===== config.mk =====
export PLATFORM = sky130hd
export DESIGN_NAME = mem_bus_sequencer
export DESIGN_NICKNAME = d
export VERILOG_FILES = /design/src/snowball_pkg.sv /design/src/mem_bus_sequencer.sv
export VERILOG_INCLUDE_DIRS = /design/src /design/src/src
export SDC_FILE = /design/constraint.sdc
export NUM_CORES = 1
export LEC_CHECK = 0
export BUFFER_PORTS_ARGS = -buffer_cell sky130_fd_sc_hd__buf_4
export CORE_ASPECT_RATIO = 0.7
export CORE_MARGIN = 2
export CORE_UTILIZATION = 46
export CTS_CLUSTER_DIAMETER = 60
export DETAILED_ROUTE_END_ITERATION = 12
export GPL_TIMING_DRIVEN = 0
export PLACE_DENSITY = 0.93
export SYNTH_ARGS = -nofsm -noshare
export SYNTH_HDL_FRONTEND = slang
export SYNTH_SLANG_ARGS = --single-unit

===== constraint.sdc =====
create_clock -name CPU_CLK -period 7.6 [get_ports CPU_CLK]
set_input_delay 1.52 -clock CPU_CLK [delete_from_list [all_inputs] [get_ports CPU_CLK]]
set_output_delay 1.52 -clock CPU_CLK [all_outputs]
set_load 0.03 [all_outputs]

===== src/snowball_defs.svh =====
`ifndef SNOWBALL_DEFS_SVH
`define SNOWBALL_DEFS_SVH

// ------------------
// array geometry
// ------------------
`define SNB_LINES 256 // lines and translation entries
`define SNB_IDX_W 8   // index bits per array

// ------------------
// address regions
// ------------------
`define SNB_REGION_HI  31
`define SNB_REGION_LO  30
`define SNB_REGION_DMA 2'b11 // everything else is memory

`endif


===== src/snowball_pkg.sv =====
package snowball_pkg;

  // ------------------
  // widths with meaning
  // ------------------
  typedef logic [31:0] addr_t;     // cpu or bus address
  typedef logic [31:0] word_t;     // data word
  typedef logic [15:0] page_tag_t; // address bits 31:16
  typedef logic [7:0]  line_idx_t; // line or translation entry
  typedef logic [23:0] line_tag_t; // page tag then addr 15:8

  // bus sequencer states
  typedef enum logic [1:0] {
    BUS_IDLE,
    BUS_MEM,
    BUS_DMA_RD,
    BUS_DMA_WR
  } bus_state_t;

endpackage


===== src/mem_bus_sequencer.sv =====
`timescale 1ns/1ps
`include "snowball_defs.svh"

module mem_bus_sequencer
  import snowball_pkg::*;
(
  input  logic  CPU_CLK,
  input  logic  RST_CPU,
  input  logic  bus_req,
  input  addr_t bus_addr,
  input  word_t bus_wdata,
  input  logic  bus_we,
  input  logic  bus_cacheable,
  input  logic  mem_ack,
  input  word_t mem_datafrommem,
  input  logic  dma_wrte_ack,
  input  logic  dma_read_ack,
  input  word_t dma_data_read,
  output addr_t mem_addr,
  output logic  mem_we,
  output logic  mem_do_act,
  output word_t mem_dataintomem,
  output logic  dma_wrte,
  output logic  dma_read,
  output logic  bus_done,
  output word_t bus_rdata,
  output logic  fill_we
);

  bus_state_t state;
  logic       start;
  logic       req_dma;
  logic       req_fill; // refill wanted on completion

  assign start   = (state == BUS_IDLE) && bus_req;
  assign req_dma = bus_addr[`SNB_REGION_HI:`SNB_REGION_LO] == `SNB_REGION_DMA;

  // ------------------
  // strobe fsm
  // ------------------
  always_ff @(posedge CPU_CLK)
  begin
    if (RST_CPU)
    begin
      state      <= BUS_IDLE;
      mem_do_act <= 1'b0;
      mem_we     <= 1'b0;
      dma_read   <= 1'b0;
      dma_wrte   <= 1'b0;
      bus_done   <= 1'b0;
      fill_we    <= 1'b0;
    end
    else
    begin
      bus_done <= 1'b0;
      fill_we  <= 1'b0;
      case (state)
        BUS_IDLE:
          if (bus_req)
          begin
            if (req_dma && bus_we)
            begin
              dma_wrte <= 1'b1;
              state    <= BUS_DMA_WR;
            end
            else if (req_dma)
            begin
              dma_read <= 1'b1;
              state    <= BUS_DMA_RD;
            end
            else
            begin
              mem_do_act <= 1'b1;
              mem_we     <= bus_we; // level until ack
              state      <= BUS_MEM;
            end
          end
        BUS_MEM:
          if (mem_ack)
          begin
            mem_do_act <= 1'b0;
            mem_we     <= 1'b0;
            bus_done   <= 1'b1;
            fill_we    <= req_fill;
            state      <= BUS_IDLE;
          end
        BUS_DMA_RD:
          if (dma_read_ack)
          begin
            dma_read <= 1'b0;
            bus_done <= 1'b1;
            state    <= BUS_IDLE;
          end
        BUS_DMA_WR:
          if (dma_wrte_ack)
          begin
            dma_wrte <= 1'b0;
            bus_done <= 1'b1;
            state    <= BUS_IDLE;
          end
        default:
          state <= BUS_IDLE;
      endcase
    end
  end

  always_ff @(posedge CPU_CLK)
  begin
    if (start)
    begin
      mem_addr        <= bus_addr;
      mem_dataintomem <= bus_wdata; // dma writes use it too
      req_fill        <= bus_cacheable && !bus_we;
    end
    if ((state == BUS_MEM) && mem_ack)
      bus_rdata <= mem_datafrommem;
    else if ((state == BUS_DMA_RD) && dma_read_ack)
      bus_rdata <= dma_data_read;
  end

  a_one_strobe: assert property (@(posedge CPU_CLK) disable iff (RST_CPU)
    $onehot0({mem_do_act, dma_read, dma_wrte}));

  // lookup holds busy until the sequencer is idle again
  a_req_idle: assert property (@(posedge CPU_CLK) disable iff (RST_CPU)
    bus_req |-> state == BUS_IDLE);

endmodule


### Word level (Yosys, flattened, before mapping)

Cells that the tools add are included.

* flip-flop bits (word level): 105
* output and inout bits: 102
* logic and storage cells: 72

* equality and inequality tests: 12
* mux-type cells: 31
* bitwise operators: 2
* reduce and logical (&&, ||, !) cells: 16

Operators with widths (count)
* 32-bit two-way mux: 2
* 1-bit two-way mux: 17
* 2-bit != test (second input constant): 7
* 2-bit two-way mux: 6
* 5-bit AND reduction: 2
* 1-bit one-hot mux with 2 select lines: 4
* 2-bit one-hot mux with 4 select lines: 1
* 4-bit AND reduction: 2
* 2-bit nonzero test: 4
* 2-bit == test (second input constant): 3
* 1-bit logical AND: 5
* 1-bit one-hot mux with 3 select lines: 1
* 3-bit OR reduction: 1
* 2-bit by 1-bit == test with 1-bit output (second input constant): 1
* 2-bit zero test: 1
* 2-bit by 1-bit != test with 1-bit output (second input constant): 1
* 1-bit NOT: 2
* 1-bit zero test: 1

### Depth between registers and ports, before layout

* depth after elaboration: 5
* gate-level depth with buffers: 6
* mapped depth without buffers: 3

### Least setup slack after synthesis

OpenSTA, ideal clock, no wires.

* path type: input to register
* start: input bus_req
* end: register mem_we
* library setup time: 0.118 ns
* arrival time: 4.826 ns
* data required time: 7.482 ns
* path slack: 2.657 ns
* cell stages on the path: 3
* buffers on the path: 0
* cells stage by stage: nor3b_2 -> a2111oi_0 -> a31o_1

* word-level cells in the longest chain between the ends: 2

Ends and longest elaborated chain
* start, declared: RTL line mem_bus_sequencer.sv:9 `input logic bus_req,`
* 2-bit != test (no line)
* 5-bit AND reduction (no line)
* end signal, assigned: RTL line mem_bus_sequencer.sv:74 `mem_we <= bus_we;`
* end, declared: RTL line mem_bus_sequencer.sv:20 `output logic mem_we,`

No other way between the ends.
A chain may end at the register's enable or synchronous reset.

### Worst setup path after layout

* start: input bus_req
* end: register mem_dataintomem[1], enable pin

* word-level cells in the longest chain between the ends: 1

Ends and longest elaborated chain
* 1-bit logical AND: RTL line mem_bus_sequencer.sv:35 `assign start = (state == BUS_IDLE) && bus_req;`
* net start: RTL line mem_bus_sequencer.sv:31 `logic start;`
* end signal, assigned: RTL line mem_bus_sequencer.sv:112 `mem_dataintomem <= bus_wdata;`
* end, declared: RTL line mem_bus_sequencer.sv:22 `output word_t mem_dataintomem,`

The timed path passes the listed nets, and every way through them passes these cells.

==> metrics.txt <==
tightest slew margin relative to the limit 48.2%; CTS H-Tree Depth 3; start point of the worst hold path req_fill; Max Slew Vio Count 0; Yosys warnings 0; total die area 0.00909 mm^2; hold crit path type register to register; Adder-Cell Fraction of Synth Area 0%; sequential cell area fraction in the yosys report 80.1%; antenna violations before repair 0; setup total negative slack 0 ns; number of buffers created by CTS 9; worst ir drop on vdd 0.000119 V; sinks on the clock net 105; net count after synthesis 310; post-route fraction of the period consumed by the critical path 33.7%; placement row count 27; Crit-path slowest cell sky130_fd_sc_hd__nor3b_4; proportion of synthesized flip-flops having asynchronous set or reset 0%; clock tree skew after final layout 0.0103 ns; Critical R2R Capture mem_dataintomem[1]; run status finished with violations; maximum clock frequency 390 MHz; TritonCTS clock tree built; Pwr per Cell Area 225 mW/mm^2; starting density of the core 48.1%; largest stage delay on the critical path 0.54 ns; Static Leak 2.63 nW; simple-gate share of the synthesized area 2.58%; detailed-route via count 2,607; shortest period the worst path allows 2.56 ns; clock input transition at the sequential cells of the worst setup and hold paths 0.07 ns; family of cells with the greatest summed delay on the critical path buffers and inverters; pin slew with the least headroom to its limit 0.774 ns; parity-gate share of the synthesized area counting xor and xnor cells 0%; number of distinct standard cells referenced by the synthesized netlist 29; detailed placement HPWL 7820 um; detailed router's first-iteration violation count 188; beginning of the critical path bus_req; signal arrival time at the worst endpoint 2.61 ns; violations in the final reports design-rule violations; clock insertion delay at the later pin of the skew report 0.34 ns; diode count 0; most frequent cell on the critical path sky130_fd_sc_hd__buf_16; count of final hold-check violations 0; Crit path buffers/inverters 3; end point of the most critical hold path fill_we; number of synthesized flops with an enable pin 97; multiplexer share of the synthesized area 13.0%; Mapped Avg Cell Area 22.0 um^2; first-pass iteration count of the detailed router 8; Clk Tree Root Cell sky130_fd_sc_hd__clkbuf_16; I/O pin total 238; Remaining DRCs 14; number of max-capacitance violations reported 0; Core Region 0.00797 mm^2; Total GRT Usage 21.2%; CP Capture Type register; Post-Synthesis Cells 174; share of layout cells above drive strength 1 69.1%; Final nets 561; minimum setup slack among reg-to-reg paths 5.79 ns; main combinational cell family by area after synthesis multiplexers; post-detailed-route count of antenna-violating nets 0; dominant synthesized flop cell sky130_fd_sc_hd__edfxtp_1; maximum fanout along the worst path 23; Via density 4.91; required time of the critical path 7.65 ns; unrepaired setup endpoints after global routing false; Cell Area, Synth 0.00383 mm^2; average wire length per cell after detail routing 18.9 um; grt total ovfl 0; layout overhead on the synthesized area 59.3%; # resized after CTS 0; Layout Utilization 76.6%; Bufs on Longest Clock Path 2; vias in the first global route 2,597; chip height 80.4 um; drt total wl 10,100 um; pin count of the biggest net entering global routing 33; count of state elements after synthesis 105; critical register-to-register path startpoint state[1]; number of buffer cells added on primary ports 237; Setup violations, final 0; cells along the critical path buf_4, nor3b_4, buf_16, buf_16; cell count of the worst reg-to-reg path 4; Compound-Gate Fraction of Synth Area 1.89%; Die W 113 um; final weighted congestion in routability-driven placement 0.836; hold buffer count at CTS 0; post-CTS setup buffer count 0; number of instances on the worst hold path 1; critical path startpoint category input port; kind of critical path input port to register; wire length of the first global-routing pass 14,000 um
[cells in the final DEF (no fill, tap or decap), types with 2 or more instances in the layout]
cell type,Yosys,routed
sky130_fd_sc_hd__mux2i_1,2,2
sky130_fd_sc_hd__clkbuf_16,0,9
sky130_fd_sc_hd__nor2_1,3,3
sky130_fd_sc_hd__dfxtp_1,8,8
sky130_fd_sc_hd__buf_6,2,2
sky130_fd_sc_hd__buf_4,0,237
sky130_fd_sc_hd__buf_16,0,2
sky130_fd_sc_hd__buf_8,1,2
sky130_fd_sc_hd__mux2_2,5,5
sky130_fd_sc_hd__edfxtp_1,97,97
sky130_fd_sc_hd__clkinvlp_4,0,2
sky130_fd_sc_hd__buf_12,2,2
sky130_fd_sc_hd__inv_6,0,2
sky130_fd_sc_hd__inv_1,3,3
sky130_fd_sc_hd__nand2_1,3,2
sky130_fd_sc_hd__a21oi_1,2,2
sky130_fd_sc_hd__mux2_4,28,28
sky130_fd_sc_hd__nand3b_1,2,2
[stage by stage]
step / power [mW] / hold slack (ns) / std cells / cell area (um^2) / worst slack, ns
finish: 1.37 / 0.472 / 531 / 6110 / 5.04
CTS: 1.38 / 0.478 / 531 / 6110 / 4.79
detailed placement: 0.939 / 0.467 / 515 / 5820 / 4.44
global route: 1.41 / 0.500 / 531 / 6110 / 4.98
global placement: 0.925 / 0.463 / 512 / 5740 / 1.67
floorplan: 0.816 / 0.451 / 174 / 3830 / 2.66
[cells by family (layout without fill, tap and decap cells)]
group	after synthesis	after routing
AOI/OAI and AO/OA	10	10
buffers and inverters	9	265
DFF	105	105
muxes	35	35
and+or+nand+nor	15	15
[registers in the layout, summed over array words and instances, names as in the netlist, 2 cells and up]
name	cells
bus_rdata	32
mem_addr	32
state	2
mem_dataintomem	32
[cell type report]
| class | instances | area (um^2) |
|---|---|---|
| Sequential cell | 105 | 3070 |
| Fill cell | 468 | 1860 |
| Timing Repair Buffer | 240 | 1850 |
| Multi-Input combinational cell | 60 | 677 |
| Clock buffer | 10 | 229 |
| Tap cell | 101 | 126 |
| Buffer | 6 | 82.6 |
| Clock inverter | 6 | 60.1 |
| Inverter | 3 | 11.3 |
[worst max-delay path by stage]
stage               cells after the start                  to  slack (ns)
global route                            4  mem_dataintomem[1]        4.98
floorplan                               3              mem_we        2.66
CTS                                     3       bus_rdata[25]        4.79
global placement                        4              mem_we        1.67
detailed placement                      3       bus_rdata[20]        4.44
finish                                  4  mem_dataintomem[1]        5.04
[cell usage after synthesis, types with 2 or more instances]
library cell | instances | area, um^2
sky130_fd_sc_hd__buf_12 | 2 | 40.0
sky130_fd_sc_hd__mux2_4 | 28 | 420
sky130_fd_sc_hd__buf_6 | 2 | 22.5
sky130_fd_sc_hd__edfxtp_1 | 97 | 2910
sky130_fd_sc_hd__a21oi_1 | 2 | 10.0
sky130_fd_sc_hd__nand2_1 | 3 | 11.3
sky130_fd_sc_hd__mux2i_1 | 2 | 20.0
sky130_fd_sc_hd__dfxtp_1 | 8 | 160
sky130_fd_sc_hd__mux2_2 | 5 | 56.3
sky130_fd_sc_hd__nor2_1 | 3 | 11.3
sky130_fd_sc_hd__inv_1 | 3 | 11.3
sky130_fd_sc_hd__nand3b_1 | 2 | 15.0
[layer usage]
metal	share of wire, %	track usage [%]
met2	51	37.2
met1	36	23.1
met3	11	9.13
met5	0	0
met4	2.0	8.05
[worst reg2reg max path, stage by stage (launching register included)]
cell	delay [ns]
sky130_fd_sc_hd__dfxtp_1	0.32
sky130_fd_sc_hd__buf_2	0.19
sky130_fd_sc_hd__nor3b_4	0.57
sky130_fd_sc_hd__buf_16	0.25
sky130_fd_sc_hd__buf_16	0.19
[report_power, final]
group	switching, mW	internal, mW
logic	0.124	0.116
clock network	0.217	0.230
registers	0.0105	0.675
total	0.351	1.02
(Power assumes the default switching activity.)
