==> src/snowball_defs.svh <==
`ifndef SNOWBALL_DEFS_SVH
`define SNOWBALL_DEFS_SVH

// ------------------
// array geometry
// ------------------
`define SNB_LINES 256 // lines and translation entries
`define SNB_IDX_W 8   // index bits per array

// ------------------
// address regions
// ------------------
`define SNB_REGION_HI  31
`define SNB_REGION_LO  30
`define SNB_REGION_DMA 2'b11 // everything else is memory

`endif

==> src/snowball_pkg.sv <==
package snowball_pkg;

  // ------------------
  // widths with meaning
  // ------------------
  typedef logic [31:0] addr_t;     // cpu or bus address
  typedef logic [31:0] word_t;     // data word
  typedef logic [15:0] page_tag_t; // address bits 31:16
  typedef logic [7:0]  line_idx_t; // line or translation entry
  typedef logic [23:0] line_tag_t; // page tag then addr 15:8

  // bus sequencer states
  typedef enum logic [1:0] {
    BUS_IDLE,
    BUS_MEM,
    BUS_DMA_RD,
    BUS_DMA_WR
  } bus_state_t;

endpackage

==> src/cpu_request_latch.sv <==
`timescale 1ns/1ps

module cpu_request_latch
  import snowball_pkg::*;
(
  input  logic      CPU_CLK,
  input  logic      RST_CPU,
  input  addr_t     cache_precycle_addr,
  input  logic      cache_precycle_enable,
  input  logic      cache_precycle_we,
  input  logic      cache_precycle_force_miss,
  input  word_t     cache_datao,
  input  logic      WE_TLB,
  input  logic      cache_inhibit,
  input  logic      busy,
  input  logic      miss_start,
  output logic      lookup_go,
  output addr_t     lookup_addr,
  output word_t     lookup_wdata,
  output logic      lookup_we,
  output logic      lookup_tlb_we,
  output logic      lookup_force_miss,
  output logic      rd_en,
  output line_idx_t rd_idx,
  output line_idx_t rd_tlb_idx
);

  logic  held_valid;
  addr_t held_addr;
  word_t held_wdata;
  logic  held_we;
  logic  held_tlb_we;
  logic  held_force_miss;
  logic  accept;
  logic  replay;

  // a waiting held request blocks new ones
  assign accept = (cache_precycle_enable || WE_TLB) && !cache_inhibit &&
                  !busy && !held_valid;
  assign replay = held_valid && !busy; // first cycle after busy falls

  assign rd_en      = accept || replay;
  assign rd_idx     = replay ? held_addr[7:0] : cache_precycle_addr[7:0];
  assign rd_tlb_idx = replay ? held_addr[15:8] : cache_precycle_addr[15:8];

  always_ff @(posedge CPU_CLK)
  begin
    if (RST_CPU)
    begin
      lookup_go  <= 1'b0;
      held_valid <= 1'b0;
    end
    else
    begin
      // collision with a starting miss goes to the hold slot
      lookup_go <= (accept && !miss_start) || replay;
      if (accept && miss_start)
        held_valid <= 1'b1;
      else if (replay)
        held_valid <= 1'b0;
    end
  end

  always_ff @(posedge CPU_CLK)
  begin
    if (accept)
    begin
      held_addr       <= cache_precycle_addr;
      held_wdata      <= cache_datao;
      held_we         <= cache_precycle_we;
      held_tlb_we     <= WE_TLB;
      held_force_miss <= cache_precycle_force_miss;
    end
    if (rd_en)
    begin
      lookup_addr       <= replay ? held_addr : cache_precycle_addr;
      lookup_wdata      <= replay ? held_wdata : cache_datao;
      lookup_we         <= replay ? held_we : cache_precycle_we;
      lookup_tlb_we     <= replay ? held_tlb_we : WE_TLB;
      lookup_force_miss <= replay ? held_force_miss : cache_precycle_force_miss;
    end
  end

  // busy comes back from the lookup stage
  a_go_not_busy: assert property (@(posedge CPU_CLK) disable iff (RST_CPU)
    lookup_go |-> !busy);

endmodule

==> config.mk <==
export PLATFORM = sky130hd
export DESIGN_NAME = cpu_request_latch
export DESIGN_NICKNAME = d
export VERILOG_FILES = /design/src/snowball_defs.svh /design/src/snowball_pkg.sv /design/src/cpu_request_latch.sv
export SDC_FILE = /design/constraint.sdc
export NUM_CORES = 1
export LEC_CHECK = 0
export BUFFER_PORTS_ARGS = -buffer_cell sky130_fd_sc_hd__clkbuf_2
export CORE_ASPECT_RATIO = 1.2
export CORE_MARGIN = 2
export CORE_UTILIZATION = 50
export CTS_CLUSTER_SIZE = 12
export DETAILED_ROUTE_END_ITERATION = 16
export HOLD_SLACK_MARGIN = 0.08
export PLACE_DENSITY_LB_ADDON = 0.25
export SLEW_MARGIN = 20
export SYNTH_ARGS = -nofsm -noshare
export SYNTH_HDL_FRONTEND = slang
export SYNTH_SLANG_ARGS = --single-unit
==> constraint.sdc <==
create_clock -name CPU_CLK -period 9.9 [get_ports CPU_CLK]
set_input_delay 1.98 -clock CPU_CLK [delete_from_list [all_inputs] [get_ports CPU_CLK]]
set_output_delay 1.98 -clock CPU_CLK [all_outputs]
set_load 0.1 [all_outputs]
**Yosys cells after proc, flatten, opt, wreduce, memory -nomap -nowiden**

Index checks and enable logic that the tools add are counted.

- $add $sub $neg: 0
- Multiply operators: 0
- Div/mod/pow operators: 0
- $lt $le $gt $ge: 0
- Equal/unequal tests: 0
- Shift-type cells: 0
- Multiplexer cells: 9
- Bitwise operators: 0
- Reductions and logical operators: 14

Operator list:

| kind | number |
|---|---|
| 32-bit 2-to-1 mux | 2 |
| 8-bit 2-to-1 mux | 2 |
| 1-bit logical AND | 6 |
| 1-bit 2-to-1 mux | 5 |
| 1-bit zero test | 4 |
| 1-bit logical OR | 3 |
| 2-bit nonzero test | 1 |

- Register bits: 136
- Latch bits: 0
- RAM bits: 0
- Memory bits (read-only): 0
- Bits of input ports: 73
- Word-level logic and storage cells: 35
- Memories kept: 0

**Longest topological paths before layout**

Gate-level depths: netlist of the first run.

- Depth after elaboration: 6
- Mapped depth: 5
- Gate-level depth less buffers: 2

**Least setup slack after synthesis of the first run**

No wires, ideal clock.

- Kind: in2out
- Start: input port cache_inhibit
- End: output port rd_en
- Data arrival time: 9,401 ps
- Data required time: 7,920 ps
- Slack: -1,481 ps
- Cell stages on the path: 2
- Buffers on the path: 0
- Cell sequence: or2_2 -> o31ai_1

- Word-level cells in the longest chain between the ends: 5

RTL lines:

| item | line | text |
|---|---|---|
| from (decl) | cpu_request_latch.sv:14 | `input logic cache_inhibit,` |
| 1-bit zero test | cpu_request_latch.sv:38 | `assign accept = (cache_precycle_enable \|\| WE_TLB) && !cache_inhibit &&` |
| 1-bit logical AND (2 in a row) | cpu_request_latch.sv:38 |  |
| 1-bit logical AND | cpu_request_latch.sv:39 | `!busy && !held_valid;` |
| 1-bit logical OR | cpu_request_latch.sv:42 | `assign rd_en = accept \|\| replay;` |
| to (decl) | cpu_request_latch.sv:23 | `output logic rd_en,` |

Every way passes these cells.

**Final worst setup path of the first run**

- Start: input port busy
- End: output port rd_en

- Word-level cells in the longest chain between the ends: 4
- Elaborated cells between the ends (all ways): 5

RTL lines:

| item | line | text |
|---|---|---|
| from (decl) | cpu_request_latch.sv:15 | `input logic busy,` |
| 1-bit zero test * | cpu_request_latch.sv:39, cpu_request_latch.sv:40 |  |
| 1-bit logical AND | cpu_request_latch.sv:38 |  |
| 1-bit logical AND | cpu_request_latch.sv:39 |  |
| 1-bit logical OR * | cpu_request_latch.sv:42 |  |

Mark *: on every way between the ends. The rest lies on a longest branch, timed or not.

==> metrics.md, run 1 <==
| Metric | Value |
|---|---|
| Status | `completed` |
| Antenna viol nets, final | `0` |
| Post-synthesis sequential area ratio | `81.7%` |
| Antenna violations before repair | `0` |
| Final Util | `67.5%` |
| Crit path time final | `6.17 ns` |
| Initial drt markers | `114` |
| Number of buffer cells added on primary ports | `157` |
| PwrDens | `230 nW/um^2` |
| CTS clk-pin slew, worst paths | `0.06 ns` |
| Core area | `9610 sq um` |
| Distinct cell type count after synthesis | `14` |
| Die Ht | `113 microns` |
| H-tree levels | `4` |
| Pre-Repair DR Iteration Count | `4` |
| Reg2Reg Depth | `3` |
| DP HPWL | `5750 microns` |
| Gpl congestion | `0.750` |
| Final #Nets | `465` |
| Clock skew | `0.00475 ns` |
| DR WL/cell | `17.1 microns` |
| Area share of the largest cell type after synthesis | `80.9%` |
| Synthesized flop and latch total | `136` |
| Ratio of cells with drive above 1 in the final layout | `64.7%` |
| Syn_nets | `294` |
| Worst setup SP type | `input pin` |
| Lkg Pwr | `2.56 nW` |
| Critical path capture point type | `output pin` |
| # diodes | `0` |
| GRT Total Usage | `17.5%` |
| R2r endpoint | `lookup_wdata[30]$_DFFE_PP_` |
| Worst hold path cell count | `1` |
| R2r setup slk | `7.48 ns` |
| First-pass GRT wire length | `13500 microns` |
| GR Util met1 | `20.6%` |
| Ports | `158` |
| Largest area contributor in the netlist | `edfxtp_1` |
| Sink Count | `136` |
| Vias after detailed routing | `2654` |
| Cell count after synthesis | `221` |
| Total CTS buffers | `17` |
| # Post-CTS Setup Buffers | `0` |
| Fmax | `0.162 GHz` |
| Global Route met3 Usage | `6.86%` |
| Total gr overflow | `0` |
| Worst Path Arrival | `4.19 ns` |
| DIE WIDTH | `95.0 microns` |
| Critical Path Start | `busy` |
| Post-detailed-route DRC marker count | `0` |
| Area delta synth->final | `30.5%` |
| Layer carrying the most global-route usage | `met2` |
| Routed Wire Length | `9020 microns` |
| Worst hold start | `held_wdata[8]$_DFFE_PP_` |
| Hold_buf cts | `0` |
| Max Cap Viol | `0` |
| Max IR drop VDD | `0.150 mV` |
| Worst Path Max Fanout | `69` |
| Worst-margin pin slew | `0.987 ns` |
| CTS Root Cell | `clkbuf_16` |
| Warnings from Yosys | `0` |
| Via density | `5.03` |
| Mapped Avg Cell Area | `22.5 sq um` |
| Reg2reg start | `held_valid$_SDFFE_PP0P_` |
| Hold Crit Class | `reg2reg` |
| CTS resizes | `0` |
| Initial Util | `51.7%` |
| Worst relative slew slack | `34.2%` |
| Die area | `10800 sq um` |
| RSZ-0062 raised after global routing | `false` |
| Tcrit/Tclk final | `62.3%` |
| CTS tree | `done` |
| Cell area after synthesis | `4970 sq um` |
| Largest net degree at the start of global routing | `70` |
| Worst skew pair latency | `0.41 ns` |
| Slew Viols, Final | `0` |
| Rows | `39` |
| Largest cells by area after synthesis | `edfxtp_1, mux2_2, mux2_4` |
| Setup TNS | `0 ns` |
| Met2 global-route usage | `27.1%` |
| CP required | `7.92 ns` |
| Crit path kind | `in2out` |
| Clk buf depth | `2` |
| Filler cells | `662` |
| Vias in the first global route | `2679` |
| Worst Hold End | `lookup_wdata[8]$_DFFE_PP_` |
| Final hold vios | `0` |
| # setup viols final | `0` |
[state kept, by name (all words and copies together), names as in the netlist]
name / cells
held_wdata: 32
held_we: 1
lookup_we: 1
held_force_miss: 1
lookup_go: 1
lookup_tlb_we: 1
held_addr: 32
lookup_force_miss: 1
lookup_addr: 32
held_tlb_we: 1
held_valid: 1
lookup_wdata: 32
[metal layers]
| layer | routed length, microns | up-vias |
|---|---|---|
| met5 | 0 | - |
| li1 | - | 1231 |
| met3 | 625 | 21 |
| met1 | 3530 | 1298 |
| met4 | 268 | 0 |
| met2 | 4600 | 104 |
[power by group]
group | switching [mW] | internal (mW)
sequential | 0.00698 | 0.666
combinational | 0.165 | 0.0376
clock | 0.226 | 0.391
total | 0.398 | 1.09
[through the flow]
step           area, sq um  hold WS, ns  std cells  total power [mW]  setup slack [ns]
3_5_place_dp          5900        0.533        496             0.888              3.64
4_1_cts               6490        0.547        528              1.51              3.65
6_report              6490        0.547        528              1.49              3.73
2_1_floorplan         4980        0.494        221             0.848              1.41
5_1_grt               6490        0.561        528              1.54              3.51
3_3_place_gp          5900        0.529        496             0.884              3.64
[Yosys cell counts]
master / instances
mux2_2: 59
nand2b_1: 1
o31ai_1: 1
buf_2: 5
buf_6: 3
edfxtp_1: 134
o32ai_1: 2
or3b_2: 1
dfxtp_1: 2
or2_2: 2
nor2_1: 1
nor3_1: 1
nand2_1: 1
mux2_4: 8
[cell families (layout without fill, tap and decap cells)]
kind of cell    after synthesis  after routing  share of synthesized area [%]
flops                       136            136                           81.7
compound gates                3              3                          0.503
mux                          67             67                           15.8
buf+inv                       8            192                           1.18
simple gates                  7              7                          0.805
[critical path, stage by stage]
cell	delay [ns]
clkbuf_2	0.09
nand2b_4	0.59
o31ai_4	0.20
buf_4	0.71
clkbuf_2	0.59
[cell type report]
| cell class | count | area, sq um | share of cell area (%) |
|---|---|---|---|
| Timing Repair Buffer | 160 | 808 | 12.5 |
| Tap cell | 123 | 154 | 2.37 |
| Clock inverter | 15 | 160 | 2.47 |
| Multi-Input combinational cell | 77 | 876 | 13.5 |
| Clock buffer | 17 | 425 | 6.56 |
| Sequential cell | 136 | 4060 | 62.6 |
[worst max path at each step]
| stage | to | slack (ns) | cells past startpoint |
|---|---|---|---|
| after global placement | rd_en | 3.64 | 5 |
| final | rd_en | 3.73 | 5 |
| after floorplan | rd_en | 1.41 | 2 |
| after CTS | rd_en | 3.65 | 5 |
| after detailed placement | rd_en | 3.64 | 5 |
| after global routing | rd_en | 3.51 | 5 |
[cell usage in the layout (no fill, tap or decap)]
| cell | n |
|---|---|
| or3b_2 | 1 |
| bufinv_16 | 3 |
| mux2_4 | 8 |
| clkinv_2 | 4 |
| o32ai_1 | 2 |
| nand2b_4 | 1 |
| nand2_1 | 1 |
| clkbuf_16 | 17 |
| clkinv_1 | 3 |
| clkinv_4 | 1 |
| o31ai_4 | 1 |
| edfxtp_1 | 134 |
| clkinvlp_4 | 4 |
| dfxtp_1 | 2 |
| mux2_2 | 59 |
| or2_2 | 2 |
| buf_4 | 3 |
| nor3_2 | 1 |
| nor2_1 | 1 |
| clkbuf_2 | 157 |
(Power assumes the default switching activity.)
==> run 2, diff against run 1 <==
Clock period 9.9 ns to 5.89 ns, I/O delays scaled along.
==> metrics.md, run 2 (synthesis gave the netlist of run 1 again) <==
| Metric | Value |
|---|---|
| Status | `completed` |
| Clock skew | `0.00868 ns` |
| # Post-CTS Setup Buffers | `0` |
| Initial drt markers | `82` |
| Antenna violations before repair | `0` |
| # setup viols final | `0` |
| Largest net degree at the start of global routing | `68` |
| DIE WIDTH | `95.0 microns` |
| PwrDens | `375 nW/um^2` |
| Total CTS buffers | `17` |
| Internal power | `1.78 mW` |
| Worst relative slew slack | `40.2%` |
| CTS tree | `done` |
| Core area | `9610 sq um` |
| Sink Count | `136` |
| GRT Total Usage | `17.7%` |
| Slew Viols, Final | `0` |
| CTS Root Cell | `clkbuf_16` |
| CTS clk-pin slew, worst paths | `0.05 ns` |
| H-tree levels | `4` |
| Switch Pwr | `0.634 mW` |
| DP Area | `5920 sq um` |
| Via density | `5.01` |
| Max IR drop VDD | `0.237 mV` |
| Fmax | `0.258 GHz` |
| Critical path capture point type | `output pin` |
| Fin area | `6450 sq um` |
| Initial Util | `51.7%` |
| Ports | `158` |
| Hold_buf cts | `0` |
| CTS resizes | `0` |
| Number of buffer cells added on primary ports | `157` |
| Area delta synth->final | `29.7%` |
| Setup TNS | `0 ns` |
| Final hold vios | `0` |
| Routed Wire Length | `8990 microns` |
| Worst setup SP type | `input pin` |
| Antenna viol nets, final | `0` |
| Worst skew pair latency | `0.40 ns` |
| Rows | `39` |
| DR WL/cell | `17.0 microns` |
| Die Ht | `113 microns` |
| DP HPWL | `5960 microns` |
| Most frequent cells in the layout | `clkbuf_2, edfxtp_1, mux2_2` |
| Max Cap Viol | `0` |
| First-pass GRT wire length | `13800 microns` |
| Die area | `10800 sq um` |
| Ratio of cells with drive above 1 in the final layout | `63.3%` |
| Worst-margin pin slew | `0.897 ns` |
| Clk buf depth | `2` |
| # diodes | `0` |
| CP required | `4.71 ns` |
| Final #Nets | `466` |
| Clk pwr share | `39.2%` |
| Crit path kind | `in2out` |
| Crit path time final | `3.88 ns` |
| Filler cells | `684` |
| Hold Crit Class | `reg2reg` |
| Tcrit/Tclk final | `65.9%` |
| Worst Path Arrival | `2.70 ns` |
| Pre-Repair DR Iteration Count | `4` |
| Most common cell after layout, fill and taps aside | `clkbuf_2` |
| Vias in the first global route | `2736` |
| Worst Path Max Fanout | `51` |
| Gpl congestion | `0.739` |
| Reg power frac | `46.8%` |
| Lkg Pwr | `2.55 nW` |
| Vias after detailed routing | `2648` |
| Total gr overflow | `0` |
| RSZ-0062 raised after global routing | `false` |
| Comb power frac | `14.1%` |
| Switch share | `26.2%` |
| Post-detailed-route DRC marker count | `0` |
[run 2: path summary, 6_finish.rpt]
kind	from	end	slack, ns	depth (start not counted)
min	held_wdata[9]$_DFFE_PP_	lookup_wdata[9]$_DFFE_PP_	0.54	1
max	busy	rd_idx[3]	2.01	4
min reg2reg	held_wdata[9]$_DFFE_PP_	lookup_wdata[9]$_DFFE_PP_	0.54	1
max reg2reg	held_valid$_SDFFE_PP0P_	lookup_wdata[24]$_DFFE_PP_	3.52	3
[run 2: through the flow]
| stage | total power, mW | setup WS, ns | util (%) | hold WS, ns | std cells |
|---|---|---|---|---|---|
| CTS | 2.44 | 1.99 | 67.1 | 0.546 | 529 |
| floorplan | 1.42 | 0.738 | - | 0.524 | 221 |
| detailed placement | 1.49 | 2.00 | 61.5 | 0.536 | 497 |
| finish | 2.42 | 2.01 | 67.1 | 0.542 | 529 |
| global placement | 1.49 | 2.02 | 61.5 | 0.529 | 497 |
| global route | 2.50 | 1.92 | 67.1 | 0.552 | 529 |
[run 2: worst max-delay path, cell delays in order]
cell and delay [ns]:
clkbuf_2 0.10, nand2b_4 0.60, mux2_2 0.43, clkbuf_2 0.37
[run 2: layout make-up]
type	instances	area, sq um	area share (%)
clock buffers	28	487	7.55
clock inverters	4	47.5	0.737
multi-input cells	77	882	13.7
flip-flops and latches	136	4060	63.0
well taps	123	154	2.39
repair buffers	161	816	12.6
[run 2: power groups by stage]
stage | logic (mW) | clock network (mW) | registers (mW)
after floorplan | 0.107 | 0 | 1.32
after global placement | 0.339 | 0 | 1.15
after detailed placement | 0.343 | 0 | 1.15
after CTS | 0.343 | 0.967 | 1.13
after global routing | 0.354 | 1.01 | 1.13
final | 0.340 | 0.947 | 1.13
[run 2: routing by layer]
metal | share of wire [%] | track usage, %
met2 | 50 | 27.9
met4 | 2.3 | 9.66
met5 | 0 | 0
met3 | 6.9 | 6.19
met1 | 41 | 21.1
